===== src/verilog/spiShifter.sv =====
module spiShifter (
    input  logic       clk1,
    input  logic       rstN,
    input  logic       spiSel,
    input  logic [7:0] spiWdata,
    output logic       spiAck,
    output logic [7:0] spiRdata,
    input  logic       spiDi,
    output logic       spiDo,
    output logic       spiClk
);

    logic [7:0] shiftReg;
    logic [2:0] bitCnt;
    logic       busy;
    logic       sampled;  // spiDi taken on the rising spiClk

    assign spiDo = shiftReg[7];  // MSB first

    always_ff @(posedge clk1) begin
        if (!rstN) begin
            busy     <= 1'b0;
            spiAck   <= 1'b0;
            spiClk   <= 1'b0;
            bitCnt   <= '0;
            spiRdata <= 8'hFF;
        end else if (!busy) begin
            if (spiAck && !spiSel) begin
                spiAck <= 1'b0;
            end else if (spiSel && !spiAck) begin
                shiftReg <= spiWdata;
                bitCnt   <= '0;
                busy     <= 1'b1;
            end
        end else begin
            spiClk <= !spiClk;  // Divide by two
            if (!spiClk) begin
                sampled <= spiDi;
            end else begin
                shiftReg <= {shiftReg[6:0], sampled};
                bitCnt   <= bitCnt + 1'b1;
                if (bitCnt == 3'd7) begin
                    spiRdata <= {shiftReg[6:0], sampled};
                    busy     <= 1'b0;
                    spiAck   <= 1'b1;
                end
            end
        end
    end

endmodule


===== config.mk =====
export PLATFORM = sky130hd
export DESIGN_NAME = spiShifter
export DESIGN_NICKNAME = d
export VERILOG_FILES = /design/src/verilog/spiShifter.sv
export SDC_FILE = /design/constraint.sdc
export NUM_CORES = 1
export LEC_CHECK = 0
export ABC_AREA = 1
export BUFFER_PORTS_ARGS = -buffer_cell sky130_fd_sc_hd__clkbuf_2
export CORE_MARGIN = 3
export CORE_UTILIZATION = 45
export DETAILED_ROUTE_END_ITERATION = 7
export GPL_TIMING_DRIVEN = 0
export PLACE_DENSITY = 0.72
export RECOVER_POWER = 25
export SETUP_SLACK_MARGIN = 0.2
export SLEW_MARGIN = 10
export SYNTH_ARGS = -nofsm -noshare
export SYNTH_HDL_FRONTEND = slang
export SYNTH_SLANG_ARGS = --single-unit
export TNS_END_PERCENT = 10

===== constraint.sdc =====
create_clock -name clk1 -period 1.5 [get_ports clk1]
set_input_delay 0.15 -clock clk1 [delete_from_list [all_inputs] [get_ports clk1]]
set_output_delay 0.15 -clock clk1 [all_outputs]
set_load 0.005 [all_outputs]

### Word level (Yosys, flattened, before mapping)

Index checks and enable logic that the tools add are counted.
Widths: inputs -> output; s select.

* add/subtract/negate cells: 1
* eq/ne operators: 4
* muxes and demuxes: 17
* bitwise logic cells: 1
* reduce and logical (&&, ||, !) cells: 12

Operators by type and width (number)
* $mux 8: 4
* $mux 3: 4
* $reduce_and 3->1: 4
* $mux 1: 9
* $ne 2x2->1 const B: 2
* $reduce_and 4->1: 1
* $reduce_bool 2->1: 2
* $add 3x1->3 const B: 1
* $eq 3x3->1 const B: 1
* $logic_not 1->1: 3
* $logic_and 1x1->1: 2
* $ne 2x1->1 const B: 1
* $not 1->1: 1

* register bits after elaboration: 23
* bits of input ports: 12
* output and inout port bits: 11
* logic and storage cells: 42

### Longest topological paths before layout

Gate-level depths: netlist of run 1.

* word-level depth: 5
* depth in mapped cells: 6
* depth with buffers taken out: 6

### Worst setup path before layout of run 1

Ideal clock, no wire load.

* kind: register -> register
* from: register busy
* to: register shiftReg[0] (enable)
* library setup time: 0.375 ns
* data arrival time: 1.036 ns
* required time: 1.125 ns
* path slack: 0.088 ns
* cell stages (with the launch flop): 4
* path buffers: 0
* clock period less this slack: 1.412 ns
* cell sequence: dfxtp_1 > inv_2 > nand3_1 > a21oi_1

* longest elaborated chain between the ends: 2
* elaborated cells on any way between the ends: 4
* classes of those cells: 2 x eq/ne; 2 x reduce/logical

Ends and longest elaborated chain
* start, declared: RTL line 15 `logic busy;`
* start signal, assigned: RTL line 22 `busy <= 1'b0;`
* start signal, assigned: RTL line 33 `busy <= 1'b1;`
* start signal, assigned: RTL line 44 `busy <= 1'b0;`
* $ne 2x2->1 (no source line) or $reduce_bool 2->1 (tied branches)
* $reduce_and 4->1 (no source line) *
* end signal, assigned: RTL line 31 `shiftReg <= spiWdata;`
* end signal, assigned: RTL line 40 `shiftReg <= {shiftReg[6:0], sampled};`
* end, declared: RTL line 13 `logic [7:0] shiftReg;`

Mark *: on every way between the ends. The rest lies on a longest branch, timed or not.
A chain may end at the register's enable or synchronous reset.

### Final worst setup path of run 1

* from: register busy
* to: register shiftReg[7] (enable)

The elaborated chain is that of the path after synthesis.

==> results.md, run 1 <==
- Post-Route WL: 1890 µm
- CTS tree: done
- Crit-path leading delay family: flip-flops
- Initial antenna violation count: 0
- Die area: 2620 µm²
- RSZ-0062 raised after global routing: true
- Clock buffer depth: 2
- Synthesis-to-finish area growth: 25.7%
- Placed cell count: 149
- Cell area power density: between 900 and 1000 nW/µm²
- Largest net degree at the start of global routing: 13
- Worst path required time: 1.54 ns
- Layout cells sized above 1: 27.3%
- Detailed Routing Iterations Pass 1: 4
- Root buffer cell: clkbuf_4
- H-tree Lvls: 1
- Slew Limit Fails: 0
- I/O pin cnt: 23
- Setup CP Type: register to register
- Register area share after synthesis: 59.9%
- DRC Markers: 0
- Setup TNS: 0 ns
- Critical path launch point type: register
- Crit path max fanout: 10
- Total global-route track usage: around 15%
- Status: finished clean
- Multi-input gate area: 344 µm²
- P_leak: about 0.56 nW
- Core area: ~1800 µm²
- Mux contribution to synthesized area: 0%
- Setup violators final: 0
- Site Rows: 15
- Ys Warns: 0
- Synthesized flop and latch total: 23
- Distinct cells, synth: 17
- CP bufs+invs: 2
- N_diodes: 0
- CP Data Arrival Time: 1.30 ns
- Post-Syn Area: 918 µm²
- Drt via density: between 4 and 5
- Synth top area share: 30.5%
- Die width: 51.2 µm
- Total CTS buffers: 3
- Crit path cell chain: inv_4 -> nand3_2 -> a21oi_4 -> buf_12
- CP endpoint kind: register
- Synth area leaders: dfxtp_1 31%, edfxtp_1 29%, nand2_1 18%
- Most common cell after layout, fill and taps aside: nand2_1
- Mapped Avg Cell Area: 8.92 µm²
- Global-route wire length before repair: 2990 µm
- Commonest non-fill, non-tap cells in the layout: 45 x nand2_1, 19 x clkbuf_2, 14 x dfxtp_1
- Drt wl/cell: about 12 µm
- Max incr delay on CP: 0.39 ns
- Worst hold path type: primary input to register
- Total gr overflow: 0
- Setup slack, reg-to-reg: 0.24 ns
- Die height: 51.2 µm
- Rel. slew slack: 84.9%
- Post-synth top area cell: dfxtp_1
- Mapped Cells: just over 100
- Worst-Skew Late Latency: 0.30 ns
- Port Buffers: 21
- Synth Area in Compound Gates: 3.27%
- DRT antenna net count: 0
- Via count: 760
- Area occupied by registers: 551 µm²
- VDD IR max: 0.537 mV
- # fillers: roughly 160
- Final hold vios: 0
- Slowest CP cell: dfxtp_1
- Starting Density: between 50% and 60%
- Largest family of logic cells by synthesized area: simple AND/OR/NAND/NOR gates
- Placer Congestion: 0.759
- Clock skew: approximately 0.0044 ns
- Mapped Nets: around 120
- Hold Slack: 0.104 ns
- 1st-iter DRT viols: 5
- Final Critical Period: roughly 1.3 ns
- DP HPWL: 1310 µm
- Max Freq: 0.793 GHz
- Power, Total: 1.07 mW
- Vias in the first global route: 753
- CTS clk-pin slew, worst paths: 0.12 ns
- Sink Count: 23
- Worst-Margin Slew: 0.227 ns
- Max Cap Viol: 0
- Simple-gate share of the synthesized area: 29.7%
- Synth Area in Adders: 2.72%
- Nets: between 100 and 150
- Filler-free cell count of the finished design: 157
- Tcrit/Tclk final: 84.1%
- XOR/XNOR Fraction of Synth Area: 0%
## worst reg2reg max path: cells and delay by family, from the launching register on
kind                   cells  cell delay [ns]
AO/OA/AOI/OAI              1             0.20
buffers and inverters      2             0.28
flip-flops                 1             0.39
AND/OR/NAND/NOR            1             0.13
## registers in the layout (all words and copies together) (netlist names)
signal,flops
bitCnt,3
shiftReg,8
sampled,1
spiRdata,8
spiClk,1
spiAck,1
busy,1
## cell families (layout without fill, tap and decap cells)
| logic type | count (synthesis) | in the layout |
|---|---|---|
| simple gates | 64 | 64 |
| flops | 23 | 23 |
| buf+inv | 8 | 37 |
| compound gates | 6 | 6 |
| fa+ha+maj | 2 | 2 |
## worst paths after layout
check | start | endpoint | cells after the start
max reg2reg | busy$_SDFF_PN0_ | shiftReg[7]$_DFFE_PP_ | 4
max | busy$_SDFF_PN0_ | shiftReg[7]$_DFFE_PP_ | 4
min reg2reg | spiRdata[5]$_SDFFE_PN1P_ | spiRdata[5]$_SDFFE_PN1P_ | 2
min | spiWdata[0] | shiftReg[0]$_DFFE_PP_ | 3
## layout make-up
cell class / instances / area share [%]
multi-input combinational: 72 / 29.8
timing repair buffer: 25 / 13.9
tap: 25 / 2.71
sequential: 23 / 47.7
clock buffer: 4 / 2.28
inverter: 6 / 2.82
buffer: 2 / 0.867
## cell usage after synthesis
cell type and instances:
inv_2 2, clkinv_4 1, edfxtp_1 9, nor2_1 3, nor3_2 1, inv_1 2, nand2_2 1, nand3_1 11
nand2_1 45, a21oi_1 5, buf_2 2, o21ai_0 1, inv_4 1, nor3_1 2, ha_1 2, dfxtp_1 14
nand2_4 1
## per-layer routing
| metal | wire length (µm) | global-route usage, % | vias up | part of all wire [%] |
|---|---|---|---|---|
| li1 | - | - | 395 | - |
| met1 | 834 | 17.7 | 342 | 44 |
| met2 | 934 | 26.4 | 19 | 49 |
| met3 | 98 | 2.92 | 4 | 5.2 |
| met4 | 25 | 8.52 | 0 | 1.3 |
| met5 | 0 | 0 | - | 0 |
## per-stage QoR
| stage | utilization, % | area, µm² | setup WS (ns) |
|---|---|---|---|
| final | 63.4 | 1150 | 0.238 |
| after global routing | 63.4 | 1150 | 0.175 |
| after floorplan | - | 922 | 0.246 |
| after detailed placement | 58.1 | 1060 | 0.00344 |
| after CTS | 61.9 | 1130 | 0.204 |
| after global placement | 58.1 | 1060 | 0.0126 |
## where the power goes
part	leakage, nW	switching (mW)	internal (mW)	total (mW)
Clock	0.0150	0.179	0.104	0.283
Sequential	0.198	0.0131	0.673	0.686
Combinational	0.350	0.0589	0.0416	0.100
## timing repair
action	in CTS	in global routing
endpoints found under the setup margin	8	16
resized for setup	2	1
pin swaps	1	1
buffers inserted	1	2
hold endpoints to repair	1	0
hold buffers	1	0
(Power assumes the default switching activity.)
==> inputs of run 2 (changes only) <==
==> constraint.sdc (replaced) <==
create_clock -name clk1 -period 1.1 [get_ports clk1]
set_input_delay 0.11 -clock clk1 [delete_from_list [all_inputs] [get_ports clk1]]
set_output_delay 0.11 -clock clk1 [all_outputs]
set_load 0.005 [all_outputs]
==> run 2 against run 1 <==
- the flow now finishes with violations (setup timing)
- count of clock-buffer cells in the layout is 1 lower
- sequential share of layout area is 3.3 points lower
- via count is 1.2% higher
- largest power group unchanged
- first-iteration DRC count grew to 2.8 times the previous value
- wire length is 1.4% lower
- clock skew is 0.0074 ns higher
- clock power is 38% higher
- cell count is 3.2% higher
==> results.md, run 2 (synthesis gave the netlist of run 1 again) <==
- Status: finished, violations left
- Failing checks: setup timing
- Detailed Routing Iterations Pass 1: 4
- Final Util: 69.1%
- VDD IR max: approximately 0.66 mV
- Worst-Skew Late Latency: about 0.31 ns
- Placed instance area: 1080 µm²
- Combinational Power Share: 9.7%
- Largest registers: shiftReg (8), spiRdata (8), bitCnt (3)
- Commonest non-fill, non-tap cells in the layout: 41 x nand2_1, 19 x clkbuf_2, 10 x nand3_1, 10 x dfxtp_1, 9 x edfxtp_1
- Worst hold path type: primary input to register
- Post-route cell area: 1260 µm²
- Die height: 51.2 µm
- Crit path launch: busy$_SDFF_PN0_
- Total CTS buffers: 3
- Setup violators final: 8
- Starting Density: 50.4%
- Vias in the first global route: 704
- Setup slack, reg-to-reg: -0.03 ns
- Drt via density: 4.75
- Die area: 2620 µm²
- Total gr overflow: 0
- 1st-iter DRT viols: 14
- Tcrit/Tclk final: 103%
- Total global-route track usage: between 10% and 20%
- Max Cap Viol: 0
- Cell Int Power: ~1.1 mW
- I/O pin cnt: 23
- Setup CP Type: register to register
- Rel. slew slack: slightly above 80%
- Power, Total: 1.48 mW
- Most common cell after layout, fill and taps aside: nand2_1
- Crit path max fanout: 8
- Final hold vios: 0
- Global-route wire length before repair: 3170 µm
- RSZ-0062 raised after global routing: true
- Reg2Reg Depth: 3
- RR Startpoint: busy$_SDFF_PN0_
- Slew Limit Fails: 0
- Port Buffers: 21
- Worst Setup EP: shiftReg[0]$_DFFE_PP_
- R2R Path End: shiftReg[0]$_DFFE_PP_
- Slowest CP cell: dfxtp_4
- Part of the power in registers: 63.9%
- P_leak: 0.583 nW
- Instance count on the critical path: 3
- CP endpoint kind: register
- Final Critical Period: 1.13 ns
- Post-Route WL: between 1500 and 2000 µm
- Clock buffer depth: 2
- Switching power total: 359 µW
- Largest net degree at the start of global routing: 14
- Worst-Margin Slew: 0.286 ns
- Nets: 152
- Critical path launch point type: register
- Site Rows: 15
- N_diodes: 0
- Root buffer cell: clkbuf_4
- Core area: 1820 µm²
- Die width: 51.2 µm
- Worst path required time: 1.10 ns
- Max Freq: 0.886 GHz
- CP bufs+invs: 1
- Drt wl/cell: 11.5 µm
- Layout cells sized above 1: between 40% and 50%
- Placer Congestion: 0.724
- Hold Crit Depth: 3
- CP Data Arrival Time: 1.13 ns
- Clk network pwr share: 26.5%
- Cell area power density: 1170 nW/µm²
- Crit path cell chain: inv_4 -> nand3_4 -> a21oi_4
- Initial antenna violation count: 0
- DRT antenna net count: 0
- Setup TNS: -0.139 ns
- Sink Count: 23
- Clock skew: 0.0118 ns
- CTS tree: done
- DRC Markers: 0
- CTS clk-pin slew, worst paths: 0.13 ns
- Max incr delay on CP: 0.39 ns
- Switching part of the total: 24.3%
- Synthesis-to-finish area growth: 36.9%
- Via count: 769
- H-tree Lvls: 1
- Post-route worst setup slack: -0.0283 ns
- Crit-path leading delay family: flip-flops
-- run 2: cell count changes in the layout (fill, tap and decap cells not counted), moves of 2 or more --
cell / delta
buf_6: +4
dfxtp_1: -4
nand2_1: -4
buf_4: +3
dfxtp_2: +3
nand2_2: +3
buf_12: -2
clkbuf_1: -2
ha_1: -2
ha_4: +2
-- run 2: final cells by class --
class | count | area, µm²
plain buffers | 2 | 10.0
clock buffers | 3 | 22.5
clock inverters | 1 | 5.00
fillers | 164 | 563
inverters | 6 | 32.5
multi-input cells | 72 | 405
flip-flops and latches | 23 | 558
well taps | 25 | 31.3
repair buffers | 29 | 184
repair inverters | 1 | 8.76
-- run 2: worst min-delay path by stage --
stage                      from                    end
floorplan                 spiDi      sampled$_DFFE_PP_
global placement          spiDi      sampled$_DFFE_PP_
detailed placement        spiDi      sampled$_DFFE_PP_
CTS                 spiWdata[5]  shiftReg[5]$_DFFE_PP_
global route        spiWdata[5]  shiftReg[5]$_DFFE_PP_
finish              spiWdata[5]  shiftReg[5]$_DFFE_PP_
-- run 2: repair_timing --
item	in CTS	in global routing
hold buffers	1	0
hold endpoints to repair	1	0
gates cloned	1	0
buffers inserted	6	1
endpoints found under the setup margin	35	42
pin swaps	5	6
resized for setup	15	8
-- run 2: power groups by stage --
| stage | registers, mW | logic (mW) | clock network (mW) |
|---|---|---|---|
| 2_1_floorplan | 0.952 | 0.0808 | 0 |
| 3_3_place_gp | 0.956 | 0.118 | 0 |
| 6_report | 0.943 | 0.142 | 0.391 |
| 4_1_cts | 0.941 | 0.137 | 0.404 |
| 3_5_place_dp | 0.957 | 0.121 | 0 |
| 5_1_grt | 0.946 | 0.160 | 0.447 |
-- run 2: worst min-delay path: stages --
cell and delay (ns):
clkbuf_2 0.08, nand2_1 0.04, nand2_1 0.04
-- run 2: through the flow --
| stage | instances | hold slack (ns) | worst slack (ns) |
|---|---|---|---|
| finish | 162 | 0.0494 | -0.0283 |
| global route | 162 | 0.0371 | -0.0744 |
| CTS | 161 | 0.0444 | -0.0341 |
| detailed placement | 149 | 0.292 | -0.112 |
| global placement | 149 | 0.287 | -0.0978 |
| floorplan | 103 | 0.209 | 0.0107 |
-- run 2: routing by layer --
layer	global-route usage, %	up-vias	part of all wire, %
li1	-	405	-
met1	23.0	337	48
met2	23.6	25	45
met3	3.50	2	6.0
met4	8.07	0	0.64
met5	0	-	0
