<file path="src/verilog/cardPkg.sv">
// Card side: local bus between the requesters and RAM/SPI, plus DMA types
package cardPkg;

    localparam int ramAddrW = 11;
    localparam int ramBytes = 2048;

    // Which local slave a request goes to
    typedef enum logic {
        tgtRam,
        tgtSpi
    } targetT;

    typedef enum logic {
        opRead,
        opWrite
    } opT;

    // Local bus request, held stable while req is high
    typedef struct packed {
        targetT              target;
        opT                  op;
        logic [ramAddrW-1:0] addr;   // Ignored by the SPI port
        logic [7:0]          wdata;
    } localReqT;

    // One fetch and one store per byte moved
    typedef enum logic [1:0] {
        dmaIdle,
        dmaFetch,
        dmaStore
    } dmaStateT;

    // Byte shifted out while DMA receives from SPI
    localparam logic [7:0] spiFill = 8'hFF;

endpackage

</file>
<file path="src/verilog/dmaEngine.sv">
module dmaEngine (
    input  logic                         clk1,
    input  logic                         rstN,
    input  logic                         dmaGo,
    input  logic                         dmaDir,  // 0 RAM to SPI, 1 SPI to RAM
    input  logic [cardPkg::ramAddrW-1:0] dmaAddr,
    input  logic [15:0]                  dmaCount,
    output logic                         dmaBusy,
    output cardPkg::localReqT            busReq,
    output logic                         busReqValid,
    input  logic                         busAck,
    input  logic [7:0]                   busRdata
);

    cardPkg::dmaStateT            state;
    logic [cardPkg::ramAddrW-1:0] workAddr;
    logic [15:0]                  workCount;
    logic                         dir;
    logic [7:0]                   dataHold;  // Byte carried from fetch to store
    logic                         waitDrop;  // Req dropped, ack still high

    assign dmaBusy = state != cardPkg::dmaIdle;

    // Request follows the step; it only changes once the ack has fallen
    always_comb begin
        busReq.addr = workAddr;
        if (state == cardPkg::dmaStore) begin
            busReq.target = dir ? cardPkg::tgtRam : cardPkg::tgtSpi;
            busReq.op     = cardPkg::opWrite;
            busReq.wdata  = dataHold;
        end else begin
            busReq.target = dir ? cardPkg::tgtSpi : cardPkg::tgtRam;
            busReq.op     = dir ? cardPkg::opWrite : cardPkg::opRead;
            busReq.wdata  = cardPkg::spiFill;
        end
    end

    always_ff @(posedge clk1) begin
        if (!rstN) begin
            state       <= cardPkg::dmaIdle;
            busReqValid <= 1'b0;
            waitDrop    <= 1'b0;
            workCount   <= '0;
        end else if (state == cardPkg::dmaIdle) begin
            if (dmaGo && dmaCount != 16'd0) begin  // Zero count is a no-op
                workAddr    <= dmaAddr;
                workCount   <= dmaCount;
                dir         <= dmaDir;
                state       <= cardPkg::dmaFetch;
                busReqValid <= 1'b1;
            end
        end else if (!waitDrop) begin
            if (busAck) begin
                busReqValid <= 1'b0;
                waitDrop    <= 1'b1;
                if (state == cardPkg::dmaFetch) dataHold <= busRdata;
            end
        end else if (!busAck) begin
            // Handshake closed, move to the next step
            waitDrop <= 1'b0;
            if (state == cardPkg::dmaFetch) begin
                state       <= cardPkg::dmaStore;
                busReqValid <= 1'b1;
            end else begin
                workAddr  <= workAddr + 1'b1;
                workCount <= workCount - 16'd1;
                if (workCount == 16'd1) begin
                    state <= cardPkg::dmaIdle;
                end else begin
                    state       <= cardPkg::dmaFetch;
                    busReqValid <= 1'b1;
                end
            end
        end
    end

    // Count only moves when loaded or after a store
    countFrozenIdle: assert property (@(posedge clk1) disable iff (!rstN)
        (state == cardPkg::dmaIdle && !dmaGo) |=> $stable(workCount));

endmodule

</file>
<file path="config.mk">
export PLATFORM = sky130hd
export DESIGN_NAME = dmaEngine
export DESIGN_NICKNAME = d
export VERILOG_FILES = /design/src/verilog/cardPkg.sv /design/src/verilog/dmaEngine.sv
export SDC_FILE = /design/constraint.sdc
export NUM_CORES = 1
export LEC_CHECK = 0
export BUFFER_PORTS_ARGS = -buffer_cell sky130_fd_sc_hd__buf_2
export CAP_MARGIN = 20
export CORE_ASPECT_RATIO = 0.7
export CORE_UTILIZATION = 40
export CTS_CLUSTER_DIAMETER = 150
export DETAILED_ROUTE_END_ITERATION = 6
export MAX_ROUTING_LAYER = met4
export PLACE_DENSITY = 0.73
export SLEW_MARGIN = 20
export SYNTH_ARGS = -nofsm -noshare
export SYNTH_HDL_FRONTEND = slang
export SYNTH_SLANG_ARGS = --single-unit
</file>
<file path="constraint.sdc">
create_clock -name clk1 -period 2.8 [get_ports clk1]
set_input_delay 0.7 -clock clk1 [delete_from_list [all_inputs] [get_ports clk1]]
set_output_delay 0.7 -clock clk1 [all_outputs]
set_load 0.005 [all_outputs]
</file>
After elaboration in Yosys (flattened, before gate mapping). Cells that the tools add are included.

Flip-flop bits (word level): 40. Input port bits: 40. Output and inout bits: 23. Logic and storage cells: 59.

Add/subtract/negate cells: 2. Eq/ne operators: 8. Multiplexer cells: 28. Bitwise gates (word level): 2. Reduce and logical (&&, ||, !) cells: 12.

Operators with widths (number): $mux W16 (5); $mux W11 (5); $eq A16 B1 Y1 const B (1); $reduce_bool A16 Y1 (1); $sub A16 B1 Y16 const B (1); $mux W2 (6); $add A11 B1 Y11 const B (1); $mux W1 (11); $reduce_and A5 Y1 (2); $mux W8 (1); $reduce_and A4 Y1 (2); $reduce_and A3 Y1 (2); $ne A2 B1 Y1 const B (2); $ne A4 B4 Y1 const B (1); $reduce_bool A2 Y1 (2); $ne A3 B2 Y1 const B (1); $reduce_bool A3 Y1 (1); $eq A2 B1 Y1 const B (1); $eq A2 B2 Y1 const B (1); $logic_not A2 Y1 (1); $ne A2 B2 Y1 const B (1); $not A1 Y1 (2); $logic_and A1 B1 Y1 (1).

Depth between registers and ports, before layout. Gate-level depths: netlist of run 1.

Depth in word-level cells: 6. Mapped depth: 7. Gate-level depth less buffers: 7.

Worst setup path before layout of run 1. OpenSTA, ideal clock, no wires.

Kind: input -> register. From: input rstN. To: register workAddr[0] (netlist bit) (enable). Library setup time: 0.378 ns. Arrival time: 1.865 ns. Required time: 2.422 ns. Slack: 0.556 ns. Stages: 4. Path buffers: 2. Cells stage by stage: clkbuf_1 clkinv_1 clkbuf_1 nor2_1.

Longest elaborated chain between the ends: 1.

Ends and longest elaborated chain: start: declaration (RTL line dmaEngine.sv:3) `input logic rstN,`; $reduce_and A5 Y1 (no line); end signal: assignment (RTL line dmaEngine.sv:46) `workAddr <= dmaAddr;`; end signal: assignment (RTL line dmaEngine.sv:65) `workAddr <= workAddr + 1'b1;`; end: declaration (RTL line dmaEngine.sv:16) `logic [cardPkg::ramAddrW-1:0] workAddr;`.

No other way between the ends. A chain may end at the register's enable or synchronous reset.

==> results.toml, run 1 <==
[place]
dp_worst_setup_slack_ns = 0.451
postPlaceCellArea_mm2 = 0.00261
hpwlAfterDp_um = 3940
port_buffers = 62
place_congestion = 0.901
dp.cells = 382

[cts]
cts_resized = 0
post_cts_buffers = 0
clkLatencyLatePin_ns = 0.30
clk_path_buf_depth = 2
clock-sinks = 40
cts_hold_buf = 0
cts-buffers-inserted = 5
cts_max_level = 2
cts_tree = "yes"
cts_root_buf = "clkbuf_8"
path_clk_slew_ns = 0.08

[pwr]
power_density_mw_per_mm2 = 559
power.leakage_uw = 0.00107
ir_worst_vdd_v = 0.000311

[finish]
drive_gt1_share_pct = 27.4
fin_area_mm2 = 0.00274
diodes = 0
layout.nets = 361
final_cells = 390
final_util_pct = 51.8
syn_to_final_growth_pct = 23.6

[worst_setup_path]
worstPathCellList = "inv_1, nor2_1, inv_1, ha_1, buf_2"
start_kind = "flip-flop"
cp_slowest_cell = "dfxtp_1"
cp.arrival_ns = 1.50
crit_type = "reg2out"
crit_path_end_kind = "primary output"
cp_slowest_stage_delay_ns = 0.44
required_ns = 2.10
crit_top_cell = "inv_1"
critPathMaxFanout = 10

[flow_run]
maxCapViolations = 0

[timing]
rsz0062_at_grt = "false"
hold_viol = 0
drv_slew = 0
fin_crit_sh_pct = 78.7
post-route-min-period_ns = 2.20
skew_ns = 0.00633
fmax_mhz = 454
finalSetupViolCount = 0
tns_ns = 0
slew_headroom_pct = 39.3
setup_ws_ns = 0.595
tightest_slew_ns = 0.907

[synth]
ys_ff_latch = 40
synth_top_area_cell = "edfxtp_1"
yosysSeqAreaShare_pct = 45.2
synth_nets = 301
ys_top_cells_by_area = "edfxtp_1 27%, dfxtp_1 18%, a21oi_1 6.1%"
syn_area_per_cell_um2 = 8.61
yosysWarnings = 0
synthArstFlopShare_pct = 0
synth-edff-count = 20
synth_area_mm2 = 0.00221
yosysUniqueCellTypes = 39
synthCells = 257
ys_top_cells_by_count = "35 x nand2_1, 27 x a21oi_1, 20 x dfxtp_1, 20 x edfxtp_1, 18 x o21ai_0"
synth_top_area_share_pct = 27.1
ys.flop_type = "edfxtp_1"
yosysMostFrequentCell = "nand2_1"

[route]
dr.pass1.iters = 4
drt-total-wl_um = 5520
vias = 2127
wl_per_cell_um = 14.2
drtIter0Drc = 171
postRouteAntennaNets = 0
viasPerCell = 5.45
drcViolationCount = 0

[grt]
antenna_found_initial = 0
grt_overflow = 0
grtUsageTotal_pct = 20.2
grt_pass1_wl_um = 9020
grt_pass1_vias = 1865
grt_max_degree = 46

[die]
coreArea_mm2 = 0.00529
rows = 22
start_util_pct = 41.9
io_pins = 63
die_h_um = 64.2
dieWidth_um = 90.9
die_area_mm2 = 0.00584

[worst_hold_path]
min_path_type = "reg2reg"

[run_status]
status = "complete, no violations"
flip-flops by register name (all words and copies together) (netlist names):
register     count
busReqValid      1
dataHold         8
dir              1
state            2
waitDrop         1
workAddr        11
workCount       16
placed cells by master, fill, tap and decap left out, types with 3 or more instances in the layout:
cell,instances
dfxtp_1,20
edfxtp_1,20
clkbuf_8,6
nand2_1,35
or2_2,3
nor2b_1,3
buf_2,62
o21ai_0,18
nor3_1,8
nand3_1,11
nor2_1,10
buf_4,6
inv_1,8
o31ai_1,4
xor2_1,6
a21oi_1,27
and3_1,6
nor4_1,8
ha_1,4
or4_4,3
o32ai_1,6
or3_1,14
per-layer routing:
metal,share of wire [%],GRT usage [%],vias up
met5,0,-,-
met1,50,28.6,982
met3,7.1,4.64,7
met2,42,28.1,71
met4,1.0,6.75,0
li1,-,-,1067
worst max-delay path, delay by kind of cell, from the launching register on:
| kind | cells | cell delay (ns) |
|---|---|---|
| adders and majority gates | 1 | 0.26 |
| buffers and inverters | 3 | 0.36 |
| DFF | 1 | 0.44 |
| and+or+nand+nor | 1 | 0.14 |
power by group:
part           switching (uW)  internal [uW]
Combinational             187            141
Clock                     214            291
Sequential               38.7            658
metrics by stage:
stage	hold slack [ns]	total power, uW
after CTS	0.463	1530
after detailed placement	0.452	1030
final	0.465	1530
after floorplan	0.434	927
after global placement	0.449	1030
after global routing	0.485	1610
layout make-up:
cell class,count,area (um2)
fillers,516,2550
repair buffers,68,355
inverters,9,33.8
clock inverters,2,38.8
flip-flops and latches,40,1000
clock buffers,6,82.6
multi-input cells,193,1130
well taps,72,90.1
cell families (layout without fill, tap and decap cells):
group	Yosys count	in the layout	share of synthesized area, %
compound gates	71	71	19.3
xor+xnor	8	8	3.17
fa+ha+maj	4	4	2.26
buf+inv	24	85	4.13
flops	40	40	45.2
simple gates	110	110	25.8
path summary, 6_finish.rpt:
path,cells after the start,slack (ns),endpoint,start
worst min register to register,2,0.47,workCount[14],workCount[14]
worst max-delay path,5,0.60,busReq[20],state[1]
worst min-delay path,2,0.47,workCount[14],workCount[14]
worst max register to register,5,0.68,workCount[14],workCount[2]
Note: power is estimated with default switching activity, not from simulation.
==> run 2: changes to the inputs <==
Settings changed: ABC_AREA from default to 1, PLACE_DENSITY 0.73 to 0.74.
Clock period 2.8 ns to 1.8 ns, I/O delays scaled along.
==> run 2 against run 1 <==
Effect of this change: non-clock buffer count rose by 2; highest routed layer unchanged; clock skew grew 0.0034 ns; critical path type unchanged; worst setup slack got worse by 0.55 ns; utilization down 0.18 points; synthesized area grew 12%; largest power group unchanged.
==> results.toml, run 2 <==
[timing]
hold_viol = 0
fin_crit_sh_pct = 97.7
holdWs_ns = 0.325
post-route-min-period_ns = 1.76
tightest_slew_ns = 0.331
finalSetupViolCount = 0
tns_ns = 0
drv_slew = 0
skew_ns = 0.00975
slew_headroom_pct = 77.8
fmax_mhz = 569

[pwr]
internal_power_uw = 1730
ir_worst_vdd_v = 0.000265
p_comb_share_pct = 29.2
p_clk_share_pct = 27.8
netSwitchingFraction_pct = 33.7
power_density_mw_per_mm2 = 866
power.share.sequential_pct = 43.0
p_sw_uw = 878
total_power_uw = 2610
power.leakage_uw = 0.00153

[synth]
ys_top_cells_by_area = "edfxtp_1 24%, nand2_1 17%, dfxtp_1 16%"
yosysWarnings = 0
synthCells = 364
synth-compound-area-share_pct = 9.28
syn_area_per_cell_um2 = 6.78
synth_nets = 408
synth_area_mm2 = 0.00247
synth_top_family_by_area = "simple AND/OR/NAND/NOR gates"
ys.flop_type = "edfxtp_1"
ys_ff_latch = 40
yosysSeqAreaShare_pct = 40.5
ys_top_cells_by_count = "110 x nand2_1, 62 x nor2_1, 41 x inv_1, 26 x nand3_1, 26 x o21ai_0"
yosysUniqueCellTypes = 29
synth_top_area_cell = "edfxtp_1"
yosysMostFrequentCell = "nand2_1"
synthAdderAreaFrac_pct = 2.03
synth-edff-count = 20
synthXorXnorAreaFrac_pct = 0.355
yosys.area_share.simple_pct = 39.1
synthArstFlopShare_pct = 0
synthMuxAreaShare_pct = 0
synth_top_area_share_pct = 24.3

[route]
drtIter0Drc = 183
wl_per_cell_um = 12.3
postRouteAntennaNets = 0
dr.pass1.iters = 4
drt-total-wl_um = 6230
viasPerCell = 4.93
drcViolationCount = 0
vias = 2502

[worst_setup_path]
cp_slowest_stage_delay_ns = 0.39
timing.reg2reg.setup_slack_ns = 0.22
worstPathCellList = "inv_4, nor2_2, inv_2, or2_2, buf_6"
path_delay_family = "flip-flops"
crit_type = "reg2out"
crit_path_end_kind = "primary output"
required_ns = 1.35
rr_endpoint = "workAddr[6]"
cp_slowest_cell = "dfxtp_4"
timing.critical_path.buf_inv = 3
start_kind = "flip-flop"
r2r_cells = 6
critPathMaxFanout = 9
cp.arrival_ns = 1.31
timing.rr.start = "workAddr[0]"

[cts]
cts_tree = "yes"
post_cts_buffers = 0
path_clk_slew_ns = 0.08
clock-sinks = 40
cts_hold_buf = 0
clk_path_buf_depth = 2
cts_max_level = 2
cts_root_buf = "clkbuf_8"
clkLatencyLatePin_ns = 0.29
cts-buffers-inserted = 5

[die]
coreArea_mm2 = 0.00584
die_h_um = 67.7
die_area_mm2 = 0.00649
rows = 23
io_pins = 63
start_util_pct = 42.3
dieWidth_um = 95.9

[finish]
diodes = 0
num-fill-cells = 586
regMostFlops = "workCount"
reg_top3 = "workCount (16), workAddr (11), dataHold (8)"
fin_area_mm2 = 0.00301
layout.nets = 476
final_util_pct = 51.6
final_cell_mix = "110 x nand2_1, 61 x nor2_1, 61 x buf_2"
final_common_cell = "nand2_1"
drive_gt1_share_pct = 23.3
largest_register_ffs = 16
syn_to_final_growth_pct = 22.0

[worst_hold_path]
min_from = "dmaDir"
hold_depth = 1
hold_path_end = "dir"
min_path_type = "in2reg"

[place]
place_congestion = 0.896
postPlaceCellArea_mm2 = 0.00289
port_buffers = 62
hpwlAfterDp_um = 4710

[flow_run]
maxCapViolations = 0

[grt]
grt_pass1_vias = 2133
antenna_found_initial = 0
grtUsageTotal_pct = 20.9
grt_max_degree = 26
grt_overflow = 0
grt_pass1_wl_um = 9810

[run_status]
status = "complete, no violations"
-- run 2: metrics by stage --
stage / cells / setup slack, ns
after floorplan: 364 / 0.0162
after global placement: 500 / 0.150
after detailed placement: 500 / 0.101
after CTS: 508 / 0.00789
after global routing: 508 / -0.00562
final: 508 / 0.0410
-- run 2: power groups by stage --
stage | Sequential, uW | Combinational [uW] | Clock, uW
finish | 1120 | 763 | 725
global route | 1130 | 870 | 775
CTS | 1120 | 753 | 733
detailed placement | 1140 | 745 | 0
global placement | 1140 | 737 | 0
floorplan | 1120 | 521 | 0
-- run 2: final cells by class --
| cell class | instances | area (um2) | area share (%) |
|---|---|---|---|
| timing repair buffer | 70 | 380 | 12.6 |
| tap | 75 | 93.8 | 3.11 |
| sequential | 40 | 1010 | 33.4 |
| clock buffer | 6 | 72.6 | 2.41 |
| multi-input combinational | 271 | 1250 | 41.7 |
| inverter | 44 | 170 | 5.65 |
| clock inverter | 2 | 35.0 | 1.16 |
-- run 2: worst max-delay path by stage --
| stage | from | end | slack [ns] | cells past startpoint |
|---|---|---|---|---|
| 3_5_place_dp | busAck | workAddr[5] | 0.10 | 8 |
| 3_3_place_gp | busAck | workAddr[10] | 0.15 | 8 |
| 4_1_cts | state[1] | busReq[5] | 0.008 | 5 |
| 6_report | state[1] | busReq[0] | 0.04 | 5 |
| 2_1_floorplan | state[1] | dataHold[0] | 0.02 | 5 |
| 5_1_grt | state[1] | busReq[0] | -0.006 | 5 |
-- run 2: cell families after synthesis --
group,count (synthesis)
AO/OA/AOI/OAI,42
XOR/XNOR,1
adder cells (fa/ha/maj),4
flip-flops,40
buffers and inverters,53
AND/OR/NAND/NOR,224
-- run 2: layer usage --
layer | wire (um) | GRT usage (%) | up-vias
li1 | - | - | 1294
met1 | 3140 | 30.1 | 1119
met2 | 2540 | 29.6 | 84
met3 | 492 | 3.49 | 5
met4 | 57 | 6.53 | 0
met5 | 0 | - | -
-- run 2: repair_timing --
item,CTS,global route
resized for setup,4,5
pin swaps,0,0
gates cloned,0,0
setup endpoints to repair,10,10
