--- config.mk ---
export PLATFORM = sky130hd
export DESIGN_NAME = localBusArbiter
export DESIGN_NICKNAME = d
export VERILOG_FILES = /design/src/verilog/cardPkg.sv /design/src/verilog/localBusArbiter.sv
export SDC_FILE = /design/constraint.sdc
export NUM_CORES = 1
export LEC_CHECK = 0
export BUFFER_PORTS_ARGS = -buffer_cell sky130_fd_sc_hd__buf_2
export CAP_MARGIN = 20
export CORE_ASPECT_RATIO = 1.5
export CORE_MARGIN = 1
export CORE_UTILIZATION = 31
export CTS_BUF_LIST = sky130_fd_sc_hd__clkbuf_2 sky130_fd_sc_hd__clkbuf_4 sky130_fd_sc_hd__clkbuf_8
export DETAILED_ROUTE_END_ITERATION = 8
export MAX_ROUTING_LAYER = met4
export PLACE_DENSITY = 0.88
export SYNTH_ARGS = -nofsm -noshare
export SYNTH_HDL_FRONTEND = slang
export SYNTH_SLANG_ARGS = --single-unit
export TNS_END_PERCENT = 100
--- constraint.sdc ---
create_clock -name clk1 -period 2.2 [get_ports clk1]
set_input_delay 0.11 -clock clk1 [delete_from_list [all_inputs] [get_ports clk1]]
set_output_delay 0.11 -clock clk1 [all_outputs]
set_load 0.02 [all_outputs]
--- src/verilog/cardPkg.sv ---
// Card side: local bus between the requesters and RAM/SPI, plus DMA types
package cardPkg;

    localparam int ramAddrW = 11;
    localparam int ramBytes = 2048;

    // Which local slave a request goes to
    typedef enum logic {
        tgtRam,
        tgtSpi
    } targetT;

    typedef enum logic {
        opRead,
        opWrite
    } opT;

    // Local bus request, held stable while req is high
    typedef struct packed {
        targetT              target;
        opT                  op;
        logic [ramAddrW-1:0] addr;   // Ignored by the SPI port
        logic [7:0]          wdata;
    } localReqT;

    // One fetch and one store per byte moved
    typedef enum logic [1:0] {
        dmaIdle,
        dmaFetch,
        dmaStore
    } dmaStateT;

    // Byte shifted out while DMA receives from SPI
    localparam logic [7:0] spiFill = 8'hFF;

endpackage

--- src/verilog/localBusArbiter.sv ---
module localBusArbiter (
    input  logic                         clk1,
    input  logic                         rstN,
    input  cardPkg::localReqT            hostReq,
    input  logic                         hostValid,
    output logic                         hostAck,
    output logic [7:0]                   hostRdata,
    input  cardPkg::localReqT            dmaReq,
    input  logic                         dmaValid,
    output logic                         dmaAck,
    output logic [7:0]                   dmaRdata,
    output logic                         ramSel,
    output logic                         ramWrite,
    output logic [cardPkg::ramAddrW-1:0] ramAddr,
    output logic [7:0]                   ramWdata,
    input  logic                         ramAck,
    input  logic [7:0]                   ramRdata,
    output logic                         spiSel,
    output logic [7:0]                   spiWdata,
    input  logic                         spiAck,
    input  logic [7:0]                   spiRdata
);

    logic              grantHost;
    logic              grantDma;
    cardPkg::localReqT req;
    logic              active;
    logic              slaveAck;
    logic [7:0]        slaveRdata;

    assign req      = grantHost ? hostReq : dmaReq;
    assign active   = grantHost ? hostValid : (grantDma && dmaValid);
    assign slaveAck = ramAck | spiAck;  // Only one slave is ever selected

    assign ramSel   = active && req.target == cardPkg::tgtRam;
    assign spiSel   = active && req.target == cardPkg::tgtSpi;
    assign ramWrite = req.op == cardPkg::opWrite;
    assign ramAddr  = req.addr;
    assign ramWdata = req.wdata;
    // SPI read resends the last received byte
    assign spiWdata = req.op == cardPkg::opWrite ? req.wdata : spiRdata;

    assign slaveRdata = req.target == cardPkg::tgtSpi ? spiRdata : ramRdata;
    assign hostAck    = grantHost && slaveAck;
    assign dmaAck     = grantDma && slaveAck;
    assign hostRdata  = slaveRdata;
    assign dmaRdata   = slaveRdata;

    always_ff @(posedge clk1) begin
        if (!rstN) begin
            grantHost <= 1'b0;
            grantDma  <= 1'b0;
        end else if (!grantHost && !grantDma) begin
            if (hostValid) grantHost <= 1'b1;  // Host first
            else if (dmaValid) grantDma <= 1'b1;
        end else if (!active && !slaveAck) begin
            // Four-phase cycle done, free the bus
            grantHost <= 1'b0;
            grantDma  <= 1'b0;
        end
    end

    oneGrant: assert property (@(posedge clk1) disable iff (!rstN)
        !(grantHost && grantDma));

endmodule

# Yosys cells after proc, flatten, opt, wreduce, memory -nomap -nowiden
# Cells that the tools add are included.
# Widths: inputs -> output; s select.
# totals
regBits	2
input_bits	64
output_inout_bits	48
# classes
n_eq_ne	3
muxes	10
bitwise_logic	2
reduce_logical	14
# ops
operator	n
$mux 21	1
$mux 8	2
$logic_and 1x1->1	7
$mux 1	7
$ne 2x2->1 const B	3
$logic_not 1->1	4
$reduce_and 3->1	1
$reduce_and 2->1	1
$reduce_bool 2->1	1
$not 1->1	1
$or 1x1->1	1

# Longest topological paths before layout
# Gate-level depths: netlist (run 1).
# depth
depth_word	6
ltp_mapped	5
depth_no_buf	2

# Least setup slack after synthesis (run 1)
# Ideal clock, no wire load.
# synth_path
path_kind	register to output
startpoint	register grantHost
endpoint	output hostRdata[0]
t_arrival_ns	1.408
required_time_ns	2.090
path_slack_ns	0.682
stages_incl_launch_ff	5
path_buffers	2
path_cell_list	dfxtp_1 -> buf_6 -> mux2i_4 -> mux2_2 -> buf_4
# synth_between
elab_chain_len	2
# synth_rtl
item	line_no	source
from (decl)	localBusArbiter.sv:24	logic grantHost;
from (signal assigned)	localBusArbiter.sv:51	grantHost <= 1'b0;
from (signal assigned)	localBusArbiter.sv:54	if (hostValid) grantHost <= 1'b1;
from (signal assigned)	localBusArbiter.sv:58	grantHost <= 1'b0;
$mux 21	localBusArbiter.sv:31	assign req = grantHost ? hostReq : dmaReq;
$mux 8	localBusArbiter.sv:43	assign slaveRdata = req.target == cardPkg::tgtSpi ? spiRdata : ramRdata;
to (decl)	localBusArbiter.sv:7	output logic [7:0] hostRdata,
# Every way passes these cells.

# Final worst setup path (run 1)
# layout_path
startpoint	register grantHost
endpoint	output spiWdata[6]
# layout_between
elab_chain_len	2
# layout_rtl
item	line_no	source
$mux 21	localBusArbiter.sv:31	
$mux 8	localBusArbiter.sv:41	assign spiWdata = req.op == cardPkg::opWrite ? req.wdata : spiRdata;
to (decl)	localBusArbiter.sv:19	output logic [7:0] spiWdata,
# Every way passes these cells.

==> results of run 1 <==
[cells by family (layout without fill, tap and decap cells)]
group / count (synthesis) / after routing / share of synthesized area, %
buffers and inverters: 13 / 117 / 14.83
and+or+nand+nor: 5 / 5 / 3.980
AOI/OAI and AO/OA: 8 / 8 / 8.680
DFF: 2 / 2 / 5.787
muxes: 37 / 37 / 66.73
[per-stage QoR]
stage	util (%)	hold slack, ns	instance area [um^2]	setup slack (ns)
3_3_place_gp	57.35	0.3554	1191	0.6451
5_1_grt	58.43	0.1266	1214	0.2973
3_5_place_dp	57.35	0.3554	1191	0.6070
2_1_floorplan	-	0.2275	691.9	0.6822
4_1_cts	58.43	0.1184	1214	0.3752
6_report	58.43	0.1188	1214	0.3823
[synth_stat cells, types with 2 or more instances]
library cell  instances  area share [%]
buf_4                 8             8.7
nand2_1               2             1.1
dfxtp_1               2             5.8
mux2_4                9              20
buf_6                 3             4.9
o21a_1                3             3.3
mux2_2               27              44
[state kept, by name (all words and copies together) (netlist names)]
signal and count:
grantDma 1, grantHost 1
[worst max-delay path, cell delays in order (launching register included)]
cell     delay, ns
dfxtp_1       0.43
buf_4         0.26
mux2_2        0.37
mux2_4        0.25
buf_2         0.16
[power breakdown]
part	switching, mW	internal, mW	total, mW
Sequential	0.00469	0.0399	0.0446
Clock	0.0258	0.0606	0.0864
Combinational	0.216	0.189	0.405
[worst paths after layout]
| path | startpoint | endpoint | slack, ns | depth (start not counted) |
|---|---|---|---|---|
| setup / recovery | grantHost | spiWdata[6] | 0.38 | 4 |
| hold / removal | rstN | grantHost | 0.12 | 2 |
| setup reg to reg | grantHost | grantDma | 1.12 | 3 |
| hold reg to reg | grantDma | grantDma | 0.52 | 2 |
[routing by layer]
layer / GRT usage, % / vias to the layer above / wire length [um]
met2: 41.27 / 61 / 1442
li1: - / 442 / -
met5: - / - / 0
met1: 19.05 / 405 / 876
met4: 9.524 / 0 / 46
met3: 4.461 / 4 / 286
[layout make-up]
class                           count  share of cell area (%)
Sequential cell                     2                   3.299
Timing Repair Buffer              113                   47.01
Multi-Input combinational cell     50                   45.26
Inverter                            1                  0.3093
Clock buffer                        3                   1.856
Tap cell                           22                   2.268
==> summary.txt, run 1 <==
Clock network
  – Number of H-tree levels: 1
  – Clock slew at reported path FFs: 0.03 ns
  – Postcts setup bufs: 0
  – CTS Root Cell: clkbuf_4
  – Clock buffer depth: 2
  – Resize count post-CTS: 0
  – CTS tree: done
  – Num CTS Buffers: 3
  – Clk sinks: 2
  – Clk Latency, worst-skew pair: 0.24 ns
  – Hold buffers post-CTS: 0

Timing
  – Setup_tns: 0 ns
  – Worst-Margin Slew: 0.3853 ns
  – Minimum clock period: roughly 1.8 ns
  – Hold Vio Cnt, Final: 0
  – Rel. slew slack: 73.77%
  – Unrepaired setup endpoints after global routing: no
  – Final Max Slew Viols: 0
  – Final cycle utilization of the critical path: 82.62%
  – Max Clock Freq: 550.2 MHz
  – # setup viols final: 0
  – Final Skew: 0.009019 ns

Drt
  – Vias per cell: between 4 and 5
  – Initial DRC Count: 12
  – DRT Pass-1 Iters: 4
  – DRC viols: 0
  – DR vias: ~910
  – ANT nets after route: 0
  – WL/cell: 13.88 um
  – Final WL: approximately 2.7 mm

Global route
  – First-pass GRT wire length: 3.443 mm
  – GR Overflow Total: 0
  – Total Routing Usage GR: 21.90%
  – Largest net degree at the start of global routing: 17
  – Initial antenna violation count: 0
  – Vias in the first global route: 813

Power and ir drop
  – Static leakage: 0.6916 nW
  – PwrDens: 441.9 mW/mm^2
  – VDD IR max: approximately 200 uV
  – Tot Pwr: 0.5363 mW

Logic synthesis
  – Async SR Flop Fraction: 0%
  – Avg Cell Area, Syn: 10.64 um^2
  – Synthesized cell area: 691.9 um^2
  – Seq/Total Area, Yosys: 5.787%
  – Number of synthesized flops with an enable pin: 0
  – Net Count, Synth: about 130
  – Syn Inst Count: 65
  – Synth warnings: 0
  – Post-synthesis cell type count: 18
  – Main synth FF type: dfxtp_1
  – Synthesized flop and latch total: 2

Floorplanning
  – Die extent in y: about 60 um
  – Initial core utilization: 33.31%
  – Die extent in x: 40.58 um
  – Die Area: 0.002429 mm^2
  – CORE AREA: 0.002077 mm^2
  – IO Pins: about 110
  – Row count: 20

Worst hold path
  – HP Class: in -> reg

Layout
  – FF/Latch Area: 40.04 um^2
  – Layout Nets: approximately 240
  – Antenna cell count: 0
  – Share of layout cells above drive strength 1: 90.53%
  – Fillers: about 200
  – Leading cell types in the layout, fill and taps excluded: 111 x buf_2, 27 x mux2_2, 9 x mux2_4
  – Commonest non-fill, non-tap cell in the layout: buf_2
  – Area of the multi-input gates: 549.3 um^2
  – Finished Layout Cells: 191
  – P&R area growth vs syn: 75.41%

Placed design
  – Final weighted congestion in routability-driven placement: 0.7333
  – DP Cell Count: 188
  – Port Buffers: approximately 110
  – HPWL after detailed placement: ~2.4 mm

Worst setup path
  – Kind of critical path: reg -> out
  – WP data required: 2.09 ns
  – Worst EP arrival: between 1.5 and 2 ns
  – Critical path peak fanout: 16
  – Setup crit start kind: flip-flop
  – Kind of end point of the critical path: primary output

Run
  – Max Cap Viol: 0

Run status
  – Outcome: finished, final reports clean
Power figures use the tool's default switching activity.
==> inputs of run 2 (changes only) <==
--- a/config.mk
+++ b/config.mk
@@ -9,11 +9,11 @@
 export CAP_MARGIN = 20
 export CORE_ASPECT_RATIO = 1.5
 export CORE_MARGIN = 1
-export CORE_UTILIZATION = 31
+export CORE_UTILIZATION = 26
 export CTS_BUF_LIST = sky130_fd_sc_hd__clkbuf_2 sky130_fd_sc_hd__clkbuf_4 sky130_fd_sc_hd__clkbuf_8
 export DETAILED_ROUTE_END_ITERATION = 8
 export MAX_ROUTING_LAYER = met4
-export PLACE_DENSITY = 0.88
+export PLACE_DENSITY = 0.78
 export SYNTH_ARGS = -nofsm -noshare
 export SYNTH_HDL_FRONTEND = slang
 export SYNTH_SLANG_ARGS = --single-unit
==> constraint.sdc (replaced) <==
create_clock -name clk1 -period 1.5 [get_ports clk1]
set_input_delay 0.075 -clock clk1 [delete_from_list [all_inputs] [get_ports clk1]]
set_output_delay 0.075 -clock clk1 [all_outputs]
set_load 0.02 [all_outputs]
==> summary.txt, run 2 (synthesis gave the netlist of run 1 again) <==
Worst setup path
  – Crit path largest cell delay: 0.39 ns
  – Kind of end point of the critical path: primary output
  – WP data required: 1.42 ns
  – Critical path peak fanout: 5
  – Top delay family on crit path: multiplexers
  – Critical-path top delay cell: dfxtp_4
  – R2R Setup Slk: 0.20 ns
  – CP bufs+invs: 2
  – Setup crit start kind: flip-flop
  – CP Cell Sequence: mux2i_4 > buf_6 > mux2_4 > buf_6
  – Worst EP arrival: 1.54 ns
  – Kind of critical path: reg -> out
  – Most used cell, CP: buf_6

Layout
  – Layout Nets: 242
  – Antenna cell count: 0
  – Leading cell types in the layout, fill and taps excluded: 85 x buf_2, 29 x buf_6, 24 x mux2_4
  – Biggest regs: grantDma (1), grantHost (1)
  – Finished layout cell area: 0.001540 mm^2
  – Commonest non-fill, non-tap cell in the layout: buf_2
  – Core Util, Final: between 60% and 70%
  – P&R area growth vs syn: 122.6%
  – Finished Layout Cells: 200
  – Share of layout cells above drive strength 1: 92.61%

Power and ir drop
  – PwrDens: 643.4 mW/mm^2
  – Static leakage: 0.8551 nW
  – VDD IR max: 324.5 uV
  – Tot Pwr: 0.9909 mW

Clock network
  – Clk sinks: 2
  – CTS tree: done
  – Clk Latency, worst-skew pair: roughly 0.24 ns
  – Number of H-tree levels: 1
  – Num CTS Buffers: 3
  – Clock slew at reported path FFs: about 0.04 ns
  – CTS Root Cell: clkbuf_4
  – Clock buffer depth: 2

Drt
  – DRT Pass-1 Iters: 8
  – Vias per cell: around 4.9
  – Met2 WL post-DR: 1.602 mm
  – Final WL: 3.116 mm
  – DR top layer: met4
  – Initial DRC Count: 39
  – DRC viols: 10
  – ANT nets after route: 0
  – M1 wire length: 1.058 mm
  – WL/cell: 15.58 um
  – DR vias: a little under 1k
  – Metal3 WL: 425 um

Floorplanning
  – IO Pins: approximately 110
  – Die Area: 0.002876 mm^2
  – Die extent in x: 44.12 um
  – CORE AREA: 0.002477 mm^2
  – Die extent in y: 65.18 um
  – Initial core utilization: around 28%
  – Row count: 22

Global route
  – Largest net degree at the start of global routing: 17
  – First-pass GRT wire length: 4.050 mm
  – Total Routing Usage GR: around a fifth
  – Initial antenna violation count: 0
  – Vias in the first global route: approximately 940
  – GR Overflow Total: 0

Timing
  – Final cycle utilization of the critical path: 107.6%
  – Setup_tns: -2.478 ns
  – # setup viols final: 30
  – Final Skew: roughly 0.0026 ns
  – Minimum clock period: 1.615 ns
  – Final Max Slew Viols: 0
  – Unrepaired setup endpoints after global routing: yes
  – WHS: 0.07001 ns
  – Hold Vio Cnt, Final: 0
  – Worst-Margin Slew: 0.2273 ns
  – Worst setup margin: -0.1147 ns
  – Rel. slew slack: 84.80%
  – Max Clock Freq: slightly above 600 MHz

Placed design
  – Worst slack at placement: -0.02378 ns
  – Placed inst area: 0.001216 mm^2
  – Port Buffers: around 110
  – Final weighted congestion in routability-driven placement: roughly 0.8
  – HPWL after detailed placement: approximately 2.3 mm
  – DP Cell Count: 193

Run status
  – Outcome: finished with violations
  – Failing checks: design-rule violations, negative setup slack

Run
  – Max Cap Viol: 0

Worst hold path
  – HP Class: in -> reg
-- run 2: worst register-to-register path, delay by kind of cell, from the launching register on --
family	cells	cell delay (ns)
flops	1	0.37
buf+inv	3	0.44
simple gates	1	0.13
compound gates	1	0.26
-- run 2: worst paths after layout --
path                            cells past startpoint           to  startpoint
worst max register to register                      5     grantDma   grantHost
worst max-delay path                                4  dmaRdata[5]   grantHost
worst min register to register                      2     grantDma    grantDma
worst min-delay path                                2    grantHost        rstN
-- run 2: cell type report --
| type | count | area (um^2) |
|---|---|---|
| Clock buffer | 3 | 22.52 |
| Tap cell | 24 | 30.03 |
| Inverter | 1 | 3.754 |
| Timing Repair Buffer | 120 | 827.0 |
| Sequential cell | 2 | 43.79 |
| Fill cell | 202 | 937.1 |
| Multi-Input combinational cell | 50 | 613.1 |
-- run 2: where the power goes --
part / internal (mW) / total (mW) / leakage, nW / switching [mW]
clock: 0.0896 / 0.137 / 0.0138 / 0.0477
sequential: 0.0585 / 0.0676 / 0.0172 / 0.00904
combinational: 0.424 / 0.786 / 0.824 / 0.362
total: 0.573 / 0.991 / 0.855 / 0.418
-- run 2: timing repair --
item                       in CTS  in global routing
hold endpoints to repair        0                  0
gates cloned                    0                  1
buffers inserted                3                  0
hold buffers                    0                  0
setup endpoints to repair      43                 37
gates resized for setup        76                  2
pin swaps                       1                  0
-- run 2: routing by layer --
layer	GRT usage, %	vias up
met4	6.818	0
met5	-	-
met3	5.220	3
li1	-	455
met2	36.40	90
met1	18.91	435
==> inputs of run 3 (changes only) <==
--- a/config.mk
+++ b/config.mk
@@ -7,7 +7,7 @@
 export LEC_CHECK = 0
 export BUFFER_PORTS_ARGS = -buffer_cell sky130_fd_sc_hd__buf_2
 export CAP_MARGIN = 20
-export CORE_ASPECT_RATIO = 1.5
+export CORE_ASPECT_RATIO = 0.75
 export CORE_MARGIN = 1
 export CORE_UTILIZATION = 26
 export CTS_BUF_LIST = sky130_fd_sc_hd__clkbuf_2 sky130_fd_sc_hd__clkbuf_4 sky130_fd_sc_hd__clkbuf_8
==> summary.txt, run 3 (synthesis gave the netlist of run 1 again) <==
Run status
  – Outcome: finished with violations
  – Failing checks: negative setup slack

Worst setup path
  – Setup crit start kind: flip-flop
  – Critical path peak fanout: 6
  – Kind of critical path: reg -> out
  – WP data required: 1.42 ns
  – Worst EP arrival: 1.53 ns
  – Kind of end point of the critical path: primary output

Power and ir drop
  – Static leakage: between 0.8 and 0.9 nW
  – P_sw: 0.3963 mW
  – Clk pwr share: 13.3%
  – PwrDens: 622.9 mW/mm^2
  – Logic pwr share: 79.7%
  – Cell internal pwr: between 0.5 and 0.6 mW
  – Switch share: between 40% and 50%
  – VDD IR max: 279.5 uV
  – Tot Pwr: 0.9603 mW
  – Reg power frac: 7.0%

Layout
  – Biggest regs: grantDma (1), grantHost (1)
  – Antenna cell count: 0
  – FF/Latch Area: 43.79 um^2
  – P&R area growth vs syn: 122.8%
  – Leading cell types in the layout, fill and taps excluded: 86 x buf_2, 27 x buf_6, 22 x mux2_4
  – Layout Nets: 243
  – Commonest non-fill, non-tap cell in the layout: buf_2
  – Area of the multi-input gates: 609.3 um^2
  – Finished Layout Cells: 211
  – Finished layout cell area: 0.001541 mm^2
  – Share of layout cells above drive strength 1: between 90% and 100%
  – Fillers: 226

Timing
  – Final Max Slew Viols: 0
  – Worst setup margin: -0.1070 ns
  – Max Clock Freq: 622.3 MHz
  – Rel. slew slack: roughly 86%
  – Unrepaired setup endpoints after global routing: yes
  – # setup viols final: 24
  – Hold Vio Cnt, Final: 0
  – Final Skew: roughly 0.01 ns
  – Setup_tns: -2.063 ns
  – Worst-Margin Slew: 0.2092 ns
  – WHS: 0.08089 ns
  – Minimum clock period: 1.607 ns
  – Final cycle utilization of the critical path: 107.1%

Drt
  – DRC viols: 0
  – DRT Pass-1 Iters: 3
  – DR vias: 930
  – Vias per cell: 4.408
  – Final WL: 2.642 mm
  – WL/cell: approximately 13 um
  – ANT nets after route: 0
  – Initial DRC Count: 9

Global route
  – GR Overflow Total: 0
  – Initial antenna violation count: 0
  – First-pass GRT wire length: 3.560 mm
  – Total Routing Usage GR: 17.68%
  – Largest net degree at the start of global routing: 13
  – Vias in the first global route: 834

Clock network
  – CTS tree: done
  – Clock slew at reported path FFs: approximately 0.04 ns
  – Number of H-tree levels: 1
  – CTS Root Cell: clkbuf_4
  – Clock buffer depth: 2
  – Clk Latency, worst-skew pair: 0.24 ns
  – Num CTS Buffers: 3
  – Clk sinks: 2
  – Hold buffers post-CTS: 0

Placed design
  – HPWL after detailed placement: 2.070 mm
  – Port Buffers: roughly 110
  – Placed inst area: 0.001244 mm^2
  – Final weighted congestion in routability-driven placement: 0.7146
  – DP Cell Count: 205

Floorplanning
  – Die extent in x: just over 60 um
  – Die Area: 0.002874 mm^2
  – CORE AREA: 0.002402 mm^2
  – IO Pins: 112
  – Initial core utilization: 28.80%
  – Die extent in y: 46.68 um
  – Row count: 15

Run
  – Max Cap Viol: 0

Worst hold path
  – HP Class: in -> reg
-- run 3: cell count changes in the layout (fill, tap and decap cells not counted), sizes merged --
cell  change
buf       +1
-- run 3: power by group through the flow --
stage / combinational [mW] / clock [mW] / sequential, mW
final: 0.765 / 0.128 / 0.0676
after global placement: 0.606 / 0 / 0.0668
after floorplan: 0.420 / 0 / 0.0618
after global routing: 0.806 / 0.135 / 0.0689
after detailed placement: 0.609 / 0 / 0.0675
after CTS: 0.722 / 0.133 / 0.0677
-- run 3: per-layer routing --
metal | share of wire [%] | GRT usage [%] | vias up | wire [um]
met5 | 0 | - | - | 0
met2 | 52 | 32.04 | 43 | 1368
li1 | - | - | 459 | -
met1 | 42 | 20.13 | 428 | 1111
met3 | 6.1 | 4.213 | 0 | 162
met4 | 0 | 2.667 | 0 | 0
-- run 3: final timing paths --
path	cells after the start	end	startpoint	slack, ns
min	2	grantHost	rstN	0.08
min reg2reg	2	grantDma	grantDma	0.50
max	4	dmaRdata[7]	grantHost	-0.11
max reg2reg	4	grantDma	grantHost	0.37
-- run 3: per-stage QoR --
stage                     setup WS [ns]  utilization [%]
final                           -0.1070            64.17
after CTS                       -0.1066            60.78
after global routing            -0.1559            64.17
after detailed placement       -0.09948            51.77
after floorplan                 0.01723                -
after global placement         -0.04497            51.77
-- run 3: worst max-delay path, cell delays in order, from the launching register on --
cell and delay (ns):
dfxtp_4 0.39, mux2i_4 0.26, buf_6 0.17, mux2_4 0.33, buf_6 0.14
-- run 3: final cells by class --
class	count	share of cell area, %
repair buffers	121	53.17
multi-input cells	50	39.53
well taps	34	2.760
clock buffers	3	1.461
inverters	1	0.2435
flip-flops and latches	2	2.841
-- run 3: what timing repair did --
action	CTS	global route
resized for setup	56	16
endpoints found under the setup margin	42	37
pin swaps	0	2
buffers inserted	2	0
cloned	0	1
hold endpoints to repair	0	0
